## config.mk

```make
export PLATFORM = sky130hd
export DESIGN_NAME = eth_tx_top
export DESIGN_NICKNAME = d
export VERILOG_FILES = /design/src/rtl/eth_pkg.sv /design/src/rtl/eth_tx_top.sv /design/src/rtl/mac_tx.sv /design/src/rtl/ip_tx.sv /design/src/rtl/arp_tx.sv /design/src/rtl/eth_fcs.sv /design/src/rtl/payload_buf.sv
export SDC_FILE = /design/constraint.sdc
export NUM_CORES = 1
export LEC_CHECK = 0
export ABC_AREA = 1
export BUFFER_PORTS_ARGS = -buffer_cell sky130_fd_sc_hd__buf_2
export CAP_MARGIN = 25
export CORE_AREA = 2 2 367 260
export CTS_BUF_LIST = sky130_fd_sc_hd__clkbuf_4
export DETAILED_ROUTE_END_ITERATION = 6
export DIE_AREA = 0 0 369 262
export PLACE_DENSITY_LB_ADDON = 0.12
export SETUP_SLACK_MARGIN = 0.1
export SYNTH_ARGS = -nofsm -noshare
export SYNTH_HDL_FRONTEND = slang
export SYNTH_HIERARCHICAL = 1
export SYNTH_SLANG_ARGS = --single-unit
```

## constraint.sdc

```tcl
create_clock -name clk -period 7 [get_ports clk]
set_input_delay 0.35 -clock clk [delete_from_list [all_inputs] [get_ports clk]]
set_output_delay 0.35 -clock clk [all_outputs]
set_load 0.05 [all_outputs]
```

## src/rtl/eth_pkg.sv

```systemverilog
`default_nettype none

package eth_pkg;

    typedef logic [7:0]  byte_t;
    typedef logic [47:0] mac_addr_t;
    typedef logic [31:0] ip_addr_t;
    typedef logic [15:0] ether_type_t;
    typedef logic [6:0]  payload_len_t;   // 1 to PAYLOAD_MAX.
    typedef logic [5:0]  buf_addr_t;
    typedef logic [31:0] crc_t;

    localparam ether_type_t ETH_TYPE_IP  = 16'h0800;
    localparam ether_type_t ETH_TYPE_ARP = 16'h0806;

    localparam int HDR_LEN     = 14;
    localparam int ARP_LEN     = 28;
    localparam int IP_HDR_LEN  = 20;
    localparam int PAYLOAD_MAX = 64;

    localparam int PAYLOAD_LEAD     = 4;    // fs_arp/fs_ip high to first payload byte.
    localparam int FS_MODE_HDR_BYTE = 10;   // header byte where the payload start goes high.
    localparam int IFG_CYCLES       = 16;   // 4 fcs cycles plus a 12-byte gap.

    localparam byte_t IP_TTL   = 8'd64;
    localparam byte_t IP_PROTO = 8'hFD;

    localparam crc_t CRC_POLY = 32'hEDB88320;   // reflected.
    localparam crc_t CRC_INIT = 32'hFFFFFFFF;

    typedef enum logic [2:0] {
        IDLE,
        WAIT,
        HDR,
        WORK,
        GAP,
        DONE
    } mac_state_t;

endpackage

`default_nettype wire
```

## src/rtl/eth_tx_top.sv

```systemverilog
`timescale 1ns/10ps
`default_nettype none

module eth_tx_top (
    input  wire                        clk,
    input  wire                        rst,
    input  wire                        fs,
    input  wire eth_pkg::ether_type_t  frame_type,
    input  wire eth_pkg::mac_addr_t    dst_mac,
    input  wire eth_pkg::mac_addr_t    src_mac,
    input  wire eth_pkg::ip_addr_t     src_ip,
    input  wire eth_pkg::ip_addr_t     dst_ip,
    input  wire eth_pkg::payload_len_t payload_len,
    input  wire                        wr_en,
    input  wire eth_pkg::buf_addr_t    wr_addr,
    input  wire eth_pkg::byte_t        wr_data,
    output wire                        fd,
    output wire                        gmii_tx_en,
    output wire eth_pkg::byte_t        gmii_txd
);

    wire                     fs_arp;
    wire                     fs_ip;
    wire                     fd_arp;
    wire                     fd_ip;
    wire                     tx_en;
    wire eth_pkg::byte_t     txd;
    wire eth_pkg::byte_t     arp_txd;
    wire eth_pkg::byte_t     ip_txd;
    wire eth_pkg::buf_addr_t rd_addr;
    wire eth_pkg::byte_t     rd_data;

    mac_tx mac_tx_inst (
        .clk        (clk),
        .rst        (rst),
        .fs         (fs),
        .frame_type (frame_type),
        .dst_mac    (dst_mac),
        .src_mac    (src_mac),
        .fd_arp     (fd_arp),
        .fd_ip      (fd_ip),
        .arp_txd    (arp_txd),
        .ip_txd     (ip_txd),
        .fd         (fd),
        .fs_arp     (fs_arp),
        .fs_ip      (fs_ip),
        .tx_en      (tx_en),
        .txd        (txd)
    );

    arp_tx arp_tx_inst (
        .clk     (clk),
        .rst     (rst),
        .fs_arp  (fs_arp),
        .src_mac (src_mac),
        .src_ip  (src_ip),
        .dst_ip  (dst_ip),
        .fd_arp  (fd_arp),
        .arp_txd (arp_txd)
    );

    ip_tx ip_tx_inst (
        .clk         (clk),
        .rst         (rst),
        .fs_ip       (fs_ip),
        .src_ip      (src_ip),
        .dst_ip      (dst_ip),
        .payload_len (payload_len),
        .rd_data     (rd_data),
        .fd_ip       (fd_ip),
        .ip_txd      (ip_txd),
        .rd_addr     (rd_addr)
    );

    payload_buf payload_buf_inst (
        .clk     (clk),
        .rst     (rst),
        .wr_en   (wr_en),
        .wr_addr (wr_addr),
        .wr_data (wr_data),
        .rd_addr (rd_addr),
        .rd_data (rd_data)
    );

    eth_fcs eth_fcs_inst (
        .clk        (clk),
        .rst        (rst),
        .tx_en      (tx_en),
        .txd        (txd),
        .gmii_tx_en (gmii_tx_en),
        .gmii_txd   (gmii_txd)
    );

endmodule

`default_nettype wire

```

## src/rtl/mac_tx.sv

```systemverilog
`timescale 1ns/10ps
`default_nettype none

module mac_tx (
    input  wire                       clk,
    input  wire                       rst,
    input  wire                       fs,
    input  wire eth_pkg::ether_type_t frame_type,
    input  wire eth_pkg::mac_addr_t   dst_mac,
    input  wire eth_pkg::mac_addr_t   src_mac,
    input  wire                       fd_arp,
    input  wire                       fd_ip,
    input  wire eth_pkg::byte_t       arp_txd,
    input  wire eth_pkg::byte_t       ip_txd,
    output logic                      fd,
    output logic                      fs_arp,
    output logic                      fs_ip,
    output logic                      tx_en,
    output eth_pkg::byte_t            txd
);

    eth_pkg::mac_state_t           state;
    eth_pkg::mac_state_t           next_state;
    logic [3:0]                    hdr_cnt;
    logic [4:0]                    gap_cnt;
    logic                          is_arp;
    logic                          gen_fd;
    eth_pkg::byte_t                gen_txd;
    eth_pkg::byte_t                hdr_byte;
    logic [8*eth_pkg::HDR_LEN-1:0] hdr_vec;

    assign is_arp  = (frame_type == eth_pkg::ETH_TYPE_ARP);   // anything else goes out as ip.
    assign gen_fd  = is_arp ? fd_arp : fd_ip;
    assign gen_txd = is_arp ? arp_txd : ip_txd;
    assign hdr_vec = {dst_mac, src_mac, frame_type};
    assign hdr_byte = hdr_vec[{4'(eth_pkg::HDR_LEN - 1) - hdr_cnt, 3'b000} +: 8];  // msb first.
    assign fd = (state == eth_pkg::DONE);

    always_comb begin
        next_state = state;
        case (state)
            eth_pkg::IDLE: next_state = eth_pkg::WAIT;
            eth_pkg::WAIT: if (fs) next_state = eth_pkg::HDR;
            eth_pkg::HDR: if (hdr_cnt == 4'(eth_pkg::HDR_LEN - 1)) next_state = eth_pkg::WORK;
            eth_pkg::WORK: if (gen_fd) next_state = eth_pkg::GAP;
            // the first gap cycle still carries the last byte.
            eth_pkg::GAP: if (gap_cnt == 5'(eth_pkg::IFG_CYCLES + 1)) next_state = eth_pkg::DONE;
            eth_pkg::DONE: if (!fs) next_state = eth_pkg::WAIT;
            default: next_state = eth_pkg::IDLE;
        endcase
    end

    always_ff @(posedge clk or posedge rst) begin
        if (rst) begin
            state   <= eth_pkg::IDLE;
            hdr_cnt <= 4'd0;
            gap_cnt <= 5'd0;
        end else begin
            state   <= next_state;
            hdr_cnt <= (state == eth_pkg::HDR) ? hdr_cnt + 4'd1 : 4'd0;
            gap_cnt <= (state == eth_pkg::GAP) ? gap_cnt + 5'd1 : 5'd0;
        end
    end

    always_ff @(posedge clk or posedge rst) begin
        if (rst) begin
            tx_en <= 1'b0;
            txd   <= 8'h00;
        end else begin
            case (state)
                eth_pkg::HDR: begin
                    tx_en <= 1'b1;
                    txd   <= hdr_byte;
                end
                eth_pkg::WORK: begin
                    tx_en <= 1'b1;
                    txd   <= gen_txd;   // generator byte k in work cycle k.
                end
                default: begin
                    tx_en <= 1'b0;
                    txd   <= 8'h00;
                end
            endcase
        end
    end

    // payload start, high during header byte FS_MODE_HDR_BYTE.
    always_ff @(posedge clk or posedge rst) begin
        if (rst) begin
            fs_arp <= 1'b0;
            fs_ip  <= 1'b0;
        end else if (state == eth_pkg::DONE) begin
            fs_arp <= 1'b0;
            fs_ip  <= 1'b0;
        end else if (state == eth_pkg::HDR &&
                     hdr_cnt == 4'(eth_pkg::FS_MODE_HDR_BYTE - 1)) begin
            fs_arp <= is_arp;
            fs_ip  <= !is_arp;
        end
    end

    // the generator in use matches the frame type.
    one_generator: assert property (@(posedge clk) disable iff (rst)
        (fs_arp || fs_ip) |-> (fs_arp != fs_ip) && (fs_arp == is_arp));

    // only the first gap cycle still carries the last byte.
    quiet_gap: assert property (@(posedge clk) disable iff (rst)
        state == eth_pkg::GAP && gap_cnt != 5'd0 |-> !tx_en);

endmodule

`default_nettype wire

```

## src/rtl/ip_tx.sv

```systemverilog
`timescale 1ns/10ps
`default_nettype none

module ip_tx (
    input  wire                        clk,
    input  wire                        rst,
    input  wire                        fs_ip,
    input  wire eth_pkg::ip_addr_t     src_ip,
    input  wire eth_pkg::ip_addr_t     dst_ip,
    input  wire eth_pkg::payload_len_t payload_len,
    input  wire eth_pkg::byte_t        rd_data,
    output logic                       fd_ip,
    output eth_pkg::byte_t             ip_txd,
    output eth_pkg::buf_addr_t         rd_addr
);

    logic [6:0]                       cnt;
    logic [6:0]                       cnt_end;
    logic [15:0]                      total_len;
    logic [15:0]                      ip_id;
    logic [19:0]                      sum_acc;   // wide enough for eight words.
    logic [16:0]                      fold1;
    logic [15:0]                      fold2;
    logic [4:0]                       hdr_idx;
    logic                             in_hdr;
    logic                             in_pay;
    logic [8*eth_pkg::IP_HDR_LEN-1:0] ip_hdr;

    assign total_len = 16'(eth_pkg::IP_HDR_LEN) + {9'd0, payload_len};
    assign cnt_end = 7'(eth_pkg::PAYLOAD_LEAD + eth_pkg::IP_HDR_LEN) + payload_len;
    assign in_hdr = fs_ip && cnt >= 7'(eth_pkg::PAYLOAD_LEAD) &&
                    cnt < 7'(eth_pkg::PAYLOAD_LEAD + eth_pkg::IP_HDR_LEN);
    assign in_pay = fs_ip && cnt >= 7'(eth_pkg::PAYLOAD_LEAD + eth_pkg::IP_HDR_LEN) &&
                    cnt < cnt_end;
    assign hdr_idx = 5'(cnt - 7'(eth_pkg::PAYLOAD_LEAD));

    // read address runs one cycle ahead of the payload byte.
    assign rd_addr = (cnt >= 7'(eth_pkg::PAYLOAD_LEAD + eth_pkg::IP_HDR_LEN - 1)) ?
                     6'(cnt - 7'(eth_pkg::PAYLOAD_LEAD + eth_pkg::IP_HDR_LEN - 1)) : 6'd0;

    assign fold1 = {1'b0, sum_acc[15:0]} + {13'd0, sum_acc[19:16]};
    assign fold2 = fold1[15:0] + {15'd0, fold1[16]};

    assign ip_hdr = {
        8'h45,
        8'h00,
        total_len,
        ip_id,
        16'h0000,               // no fragments.
        eth_pkg::IP_TTL,
        eth_pkg::IP_PROTO,
        ~sum_acc[15:0],
        src_ip,
        dst_ip
    };

    assign ip_txd = in_hdr ? ip_hdr[{5'(eth_pkg::IP_HDR_LEN - 1) - hdr_idx, 3'b000} +: 8] :
                    in_pay ? rd_data : 8'h00;
    assign fd_ip = fs_ip && (cnt == cnt_end - 7'd1);

    always_ff @(posedge clk or posedge rst) begin
        if (rst) begin
            cnt     <= 7'd0;
            ip_id   <= 16'd0;
            sum_acc <= 20'd0;
        end else begin
            if (!fs_ip) begin
                cnt <= 7'd0;
            end else if (cnt != cnt_end) begin
                cnt <= cnt + 7'd1;
            end
            if (fd_ip) begin
                ip_id <= ip_id + 16'd1;   // once per frame.
            end
            // checksum is built in the lead cycles, before byte 10 goes out
            if (fs_ip) begin
                case (cnt)
                    7'd0: sum_acc <= 20'h04500 + {4'd0, total_len} + {4'd0, ip_id} +
                                     {4'd0, eth_pkg::IP_TTL, eth_pkg::IP_PROTO};
                    7'd1: sum_acc <= sum_acc + {4'd0, src_ip[31:16]} + {4'd0, src_ip[15:0]};
                    7'd2: sum_acc <= sum_acc + {4'd0, dst_ip[31:16]} + {4'd0, dst_ip[15:0]};
                    7'(eth_pkg::PAYLOAD_LEAD - 1): sum_acc <= {4'd0, fold2};
                    default: ;
                endcase
            end
        end
    end

    len_in_range: assert property (@(posedge clk) disable iff (rst)
        fs_ip |-> payload_len inside {[1:eth_pkg::PAYLOAD_MAX]});

endmodule

`default_nettype wire

```

## src/rtl/arp_tx.sv

```systemverilog
`timescale 1ns/10ps
`default_nettype none

module arp_tx (
    input  wire                     clk,
    input  wire                     rst,
    input  wire                     fs_arp,
    input  wire eth_pkg::mac_addr_t src_mac,
    input  wire eth_pkg::ip_addr_t  src_ip,
    input  wire eth_pkg::ip_addr_t  dst_ip,
    output logic                    fd_arp,
    output eth_pkg::byte_t          arp_txd
);

    logic [5:0]                    cnt;   // lead cycles then byte index.
    logic [4:0]                    idx;
    logic                          active;
    logic [8*eth_pkg::ARP_LEN-1:0] arp_vec;

    assign arp_vec = {
        16'h0001,               // ethernet hardware.
        eth_pkg::ETH_TYPE_IP,
        8'd6,
        8'd4,
        16'h0001,               // request.
        src_mac,
        src_ip,
        48'h0,
        dst_ip
    };

    assign idx = 5'(cnt - 6'(eth_pkg::PAYLOAD_LEAD));
    assign active = fs_arp && cnt >= 6'(eth_pkg::PAYLOAD_LEAD) &&
                    cnt < 6'(eth_pkg::PAYLOAD_LEAD + eth_pkg::ARP_LEN);
    assign arp_txd = active ? arp_vec[{5'(eth_pkg::ARP_LEN - 1) - idx, 3'b000} +: 8] : 8'h00;
    assign fd_arp = fs_arp && (cnt == 6'(eth_pkg::PAYLOAD_LEAD + eth_pkg::ARP_LEN - 1));

    always_ff @(posedge clk or posedge rst) begin
        if (rst) begin
            cnt <= 6'd0;
        end else if (!fs_arp) begin
            cnt <= 6'd0;
        end else if (cnt != 6'(eth_pkg::PAYLOAD_LEAD + eth_pkg::ARP_LEN)) begin
            cnt <= cnt + 6'd1;   // rests past the last byte.
        end
    end

endmodule

`default_nettype wire

```

## src/rtl/eth_fcs.sv

```systemverilog
`timescale 1ns/10ps
`default_nettype none

module eth_fcs (
    input  wire                 clk,
    input  wire                 rst,
    input  wire                 tx_en,
    input  wire eth_pkg::byte_t txd,
    output logic                gmii_tx_en,
    output eth_pkg::byte_t      gmii_txd
);

    eth_pkg::crc_t crc;
    eth_pkg::crc_t crc_seed;
    eth_pkg::crc_t crc_next;
    eth_pkg::crc_t crc_fcs;
    eth_pkg::byte_t fcs_byte;
    logic          tx_en_d;
    logic          tail;
    logic [1:0]    tail_cnt;

    function automatic eth_pkg::crc_t crc_byte(input eth_pkg::crc_t c, input eth_pkg::byte_t d);
        eth_pkg::crc_t r;
        r = c;
        for (int i = 0; i < 8; i++) begin
            r = (r >> 1) ^ (eth_pkg::CRC_POLY & {32{r[0] ^ d[i]}});   // lsb first.
        end
        return r;
    endfunction

    assign crc_seed = (tx_en && !tx_en_d) ? eth_pkg::CRC_INIT : crc;
    assign crc_next = crc_byte(crc_seed, txd);
    assign crc_fcs  = ~crc;
    assign fcs_byte = crc_fcs[{tail_cnt, 3'b000} +: 8];

    always_ff @(posedge clk or posedge rst) begin
        if (rst) begin
            tx_en_d    <= 1'b0;
            crc        <= eth_pkg::CRC_INIT;
            tail       <= 1'b0;
            tail_cnt   <= 2'd0;
            gmii_tx_en <= 1'b0;
            gmii_txd   <= 8'h00;
        end else begin
            tx_en_d <= tx_en;
            if (tx_en) begin
                gmii_tx_en <= 1'b1;
                gmii_txd   <= txd;
                crc        <= crc_next;
            end else if (tx_en_d || tail) begin
                gmii_tx_en <= 1'b1;   // fcs follows the last byte with no gap.
                gmii_txd   <= fcs_byte;
                tail       <= (tail_cnt != 2'd3);
                tail_cnt   <= tail_cnt + 2'd1;
            end else begin
                gmii_tx_en <= 1'b0;
                gmii_txd   <= 8'h00;
            end
        end
    end

    tail_not_cut: assert property (@(posedge clk) disable iff (rst)
        $fell(tx_en) |-> !tx_en [*4]);

endmodule

`default_nettype wire

```

## src/rtl/payload_buf.sv

```systemverilog
`timescale 1ns/10ps
`default_nettype none

module payload_buf (
    input  wire                     clk,
    input  wire                     rst,
    input  wire                     wr_en,
    input  wire eth_pkg::buf_addr_t wr_addr,
    input  wire eth_pkg::byte_t     wr_data,
    input  wire eth_pkg::buf_addr_t rd_addr,
    output eth_pkg::byte_t          rd_data
);

    eth_pkg::byte_t mem [0:eth_pkg::PAYLOAD_MAX-1];

    always_ff @(posedge clk) begin
        if (wr_en) begin
            mem[wr_addr] <= wr_data;
        end
    end

    always_ff @(posedge clk or posedge rst) begin
        if (rst) begin
            rd_data <= 8'h00;
        end else begin
            rd_data <= mem[rd_addr];   // one cycle read latency.
        end
    end

endmodule

`default_nettype wire

```

==> results_dict.tcl <==
set metrics [dict create \
    syn_area_um2 37100 \
    synth_nets 4629 \
    r2r-end "payload_buf_inst/rd_data[4]" \
    wl_per_cell_um 20.8 \
    final_cells 5968 \
    crit_chain "nand2_1, nor2_1, a21oi_1, and3_1, inv_1, nand2_1, inv_8, inv_8, buf_4, nand2_1, nand3_1, nand3_1, nand2_1, nand2_1, nand3_1, nand3_1, nand2_1" \
    crit_path_max_fanout 148 \
    synthCells 4301 \
    ys_seq_area_frac 0.500 \
    portBuffers 210 \
    ys_types 64 \
    worstHoldPathType "primary input to flip-flop" \
    ctsHtreeMaxLevel 4 \
    crit_family "simple AND/OR/NAND/NOR gates" \
    synth_area_leaders "edfxtp_1 41%, nand2_1 14%, nand3_1 9.5%" \
    power_density_nw_per_um2 338 \
    tritoncts "done" \
    grt_max_degree 149 \
    dp_hpwl_um 82800 \
    num_io_pins 211 \
    async_flop_share 0.196 \
    clk_path_buf_depth 3 \
    fin_skew_ns 0.107 \
    viasPerCell 5.31 \
    die_y_um 262 \
    dieWidth_um 369 \
    cts_made_buffers 158 \
    yosys.area.top_type_share 0.415 \
    worstSetupEndpointType "flip-flop" \
    gp_congestion 0.968 \
    cap_violations 0 \
    hold_start "payload_len[5]" \
    setup_viol 0 \
    area_delta_synth_final_pct 12.1 \
    final_nets 4919 \
    drtIter0Drc 2997 \
    clock_power_share 0.223 \
    tightest_slew_ns 1.03 \
    p_seq_frac 0.341 \
    grt_pass1_vias 29400 \
    grt_pass1_wl_um 184000 \
    drc 0 \
    antenna_found_initial 4 \
    period_share 0.714 \
    dp_cells 5595 \
    ir_worst_vdd_uv 297 \
    slew_viol_final 0 \
    path_clk_slew_ns 0.08 \
    clockRootBuffer "clkbuf_4" \
    internal_power_w 0.00797 \
    power.switching_w 0.00607 \
    ant_nets 0 \
    reg2reg_slack_ns 2.00 \
    die-area_um2 96700 \
    slowest_delay_ns 0.81 \
    synth_ff_type "edfxtp_1" \
    crit_path_frequent_cell "nand2_1" \
    synth_edf_count 512 \
    swShare 0.432 \
    postSynthAreaPerCell_um2 8.62 \
    hold_path_end "ip_tx_inst/ip_id[0]" \
    max_clock_freq_ghz 0.200 \
    r2r-start "ip_tx_inst/cnt[1]" \
    p_leak_nw 17.4 \
    worstPathArrival_ns 5.94 \
    comb_power_share 0.436 \
    critPathSlowestCell "dfrtp_1" \
    layout-drive-gt1-share 0.139 \
    critPathBufInv 4 \
    post-layout-total-power_w 0.0140 \
    post-route-min-period_ns 5.00 \
    fillers 9351 \
    worstSetupPathType "flip-flop to flip-flop" \
    startpoint_type "flip-flop" \
    synth_area_leader_cell "edfxtp_1" \
    wl_um 124000 \
    max_slew_margin 0.308 \
    setup_tns_ns 0 \
    outcome "finished, final reports clean" \
    core_um2 93100 \
    clock_latency_ns 1.13 \
    rsz0062_at_grt "false" \
    via_count 31700 \
    first_pass_iters 6 \
    initial_core_util 0.398 \
    synth_warnings 6 \
    overflow 0 \
    ys_seq_elements 637 \
    grt_usage 0.252 \
    ys_top_cells_by_count "1,346 x nand2_1, 706 x nand3_1, 512 x edfxtp_1" \
    ff2ff_path_depth 17 \
    worstHoldPathCells 7 \
    synth_most_common_cell "nand2_1" \
    clkSinkCount 637 \
    cp.required_ns 7.94 \
    hold_viol_final 0 \
    num_rows 94 \
]
power groups by stage:
| stage | clock (W) | combinational (W) | sequential [W] |
|---|---|---|---|
| global route | 0.00344 | 0.00683 | 0.00482 |
| global placement | 0 | 0.00585 | 0.00486 |
| floorplan | 0 | 0.00428 | 0.00478 |
| detailed placement | 0 | 0.00586 | 0.00486 |
| finish | 0.00313 | 0.00612 | 0.00479 |
| CTS | 0.00326 | 0.00604 | 0.00478 |
flip-flops by register name, indices dropped and copies added (netlist names), 6 cells and up:
name,count
mac_tx_inst/txd,8
ip_tx_inst/cnt,7
ip_tx_inst/sum_acc,20
payload_buf_inst/rd_data,8
payload_buf_inst/mem,512
ip_tx_inst/ip_id,16
eth_fcs_inst/gmii_txd,8
eth_fcs_inst/crc,32
arp_tx_inst/cnt,6
layer usage:
| layer | vias to the layer above | share of wire | global-route usage |
|---|---|---|---|
| met5 | - | 0.000097 | 0 |
| met4 | 2 | 0.017 | 0.0719 |
| met3 | 138 | 0.088 | 0.0602 |
| met2 | 1275 | 0.41 | 0.346 |
| met1 | 15000 | 0.48 | 0.389 |
| li1 | 15200 | - | - |
kinds of logic (layout without fill, tap and decap cells):
group           after synthesis  after routing  synth area share
flops                       637            637             0.500
simple gates               2492           2492             0.293
fa+ha+maj                   127            127            0.0501
compound gates              460            460            0.0683
buf+inv                     501            913            0.0653
mux                           2              2          0.000540
xor+xnor                     82             82            0.0221
other cells                   0              7                 0
per-stage QoR:
step           worst slack, ns  instance area (um2)   util  hold slack (ns)
5_1_grt                   1.68                41600  0.446            0.109
2_1_floorplan             3.98                37100      -            0.141
3_3_place_gp              2.24                38700  0.416            0.413
3_5_place_dp              2.17                38700  0.416            0.393
4_1_cts                   2.16                41500  0.446          0.00269
6_report                  2.00                41600  0.446            0.150
worst reg2reg max path, stage by stage (launching register included):
cell and delay (ns):
dfrtp_1 0.81, nand2_1 0.35, nor2_1 0.35, a21oi_1 0.15, and3_1 0.20, inv_1 0.11
nand2_1 0.15, inv_8 0.54, inv_8 0.62, buf_4 0.66, nand2_1 0.20, nand3_1 0.07
nand3_1 0.12, nand2_1 0.10, nand2_1 0.07, nand3_1 0.17, nand3_1 0.16, nand2_1 0.06
area by class of cell:
type,instances,area [um2],share of cell area
clock buffers,223,1670,0.0403
flip-flops and latches,637,18500,0.446
well taps,1248,1560,0.0376
repair buffers,333,2210,0.0531
clock inverters,59,307,0.00737
inverters,298,1150,0.0276
diodes,7,17.5,0.000421
multi-input cells,3163,16100,0.388
placed cells by master, fill, tap and decap left out, types with 28 or more instances in the layout:
| cell | Yosys | layout |
|---|---|---|
| a21oi_1 | 135 | 135 |
| buf_2 | 89 | 210 |
| buf_4 | 30 | 38 |
| clkbuf_4 | 0 | 223 |
| clkinv_1 | 4 | 41 |
| dfrtp_1 | 93 | 91 |
| dfstp_2 | 32 | 32 |
| dlygate4sd3_1 | 0 | 82 |
| edfxtp_1 | 512 | 512 |
| fa_1 | 36 | 36 |
| ha_1 | 91 | 91 |
| inv_1 | 275 | 268 |
| nand2_1 | 1346 | 1346 |
| nand2_2 | 28 | 28 |
| nand3_1 | 706 | 706 |
| nand4_1 | 38 | 38 |
| nor2_1 | 271 | 271 |
| o21ai_0 | 218 | 218 |
| xor2_1 | 56 | 56 |
how the worst max path moves through the flow:
stage,from,to,cells past startpoint
final,ip_tx_inst/cnt[1],payload_buf_inst/rd_data[4],17
after global routing,ip_tx_inst/cnt[1],payload_buf_inst/rd_data[4],17
after CTS,ip_tx_inst/cnt[1],payload_buf_inst/rd_data[2],17
after detailed placement,ip_tx_inst/cnt[1],payload_buf_inst/rd_data[4],17
after global placement,ip_tx_inst/cnt[1],payload_buf_inst/rd_data[4],17
after floorplan,ip_tx_inst/sum_acc[17],ip_tx_inst/sum_acc[8],20
what timing repair did:
| action | CTS | global route |
|---|---|---|
| buffers inserted | 0 | 0 |
| gates resized for setup | 0 | 0 |
| hold buffers | 81 | 1 |
| hold endpoints to repair | 700 | 6 |
Power figures use the tool's default switching activity.
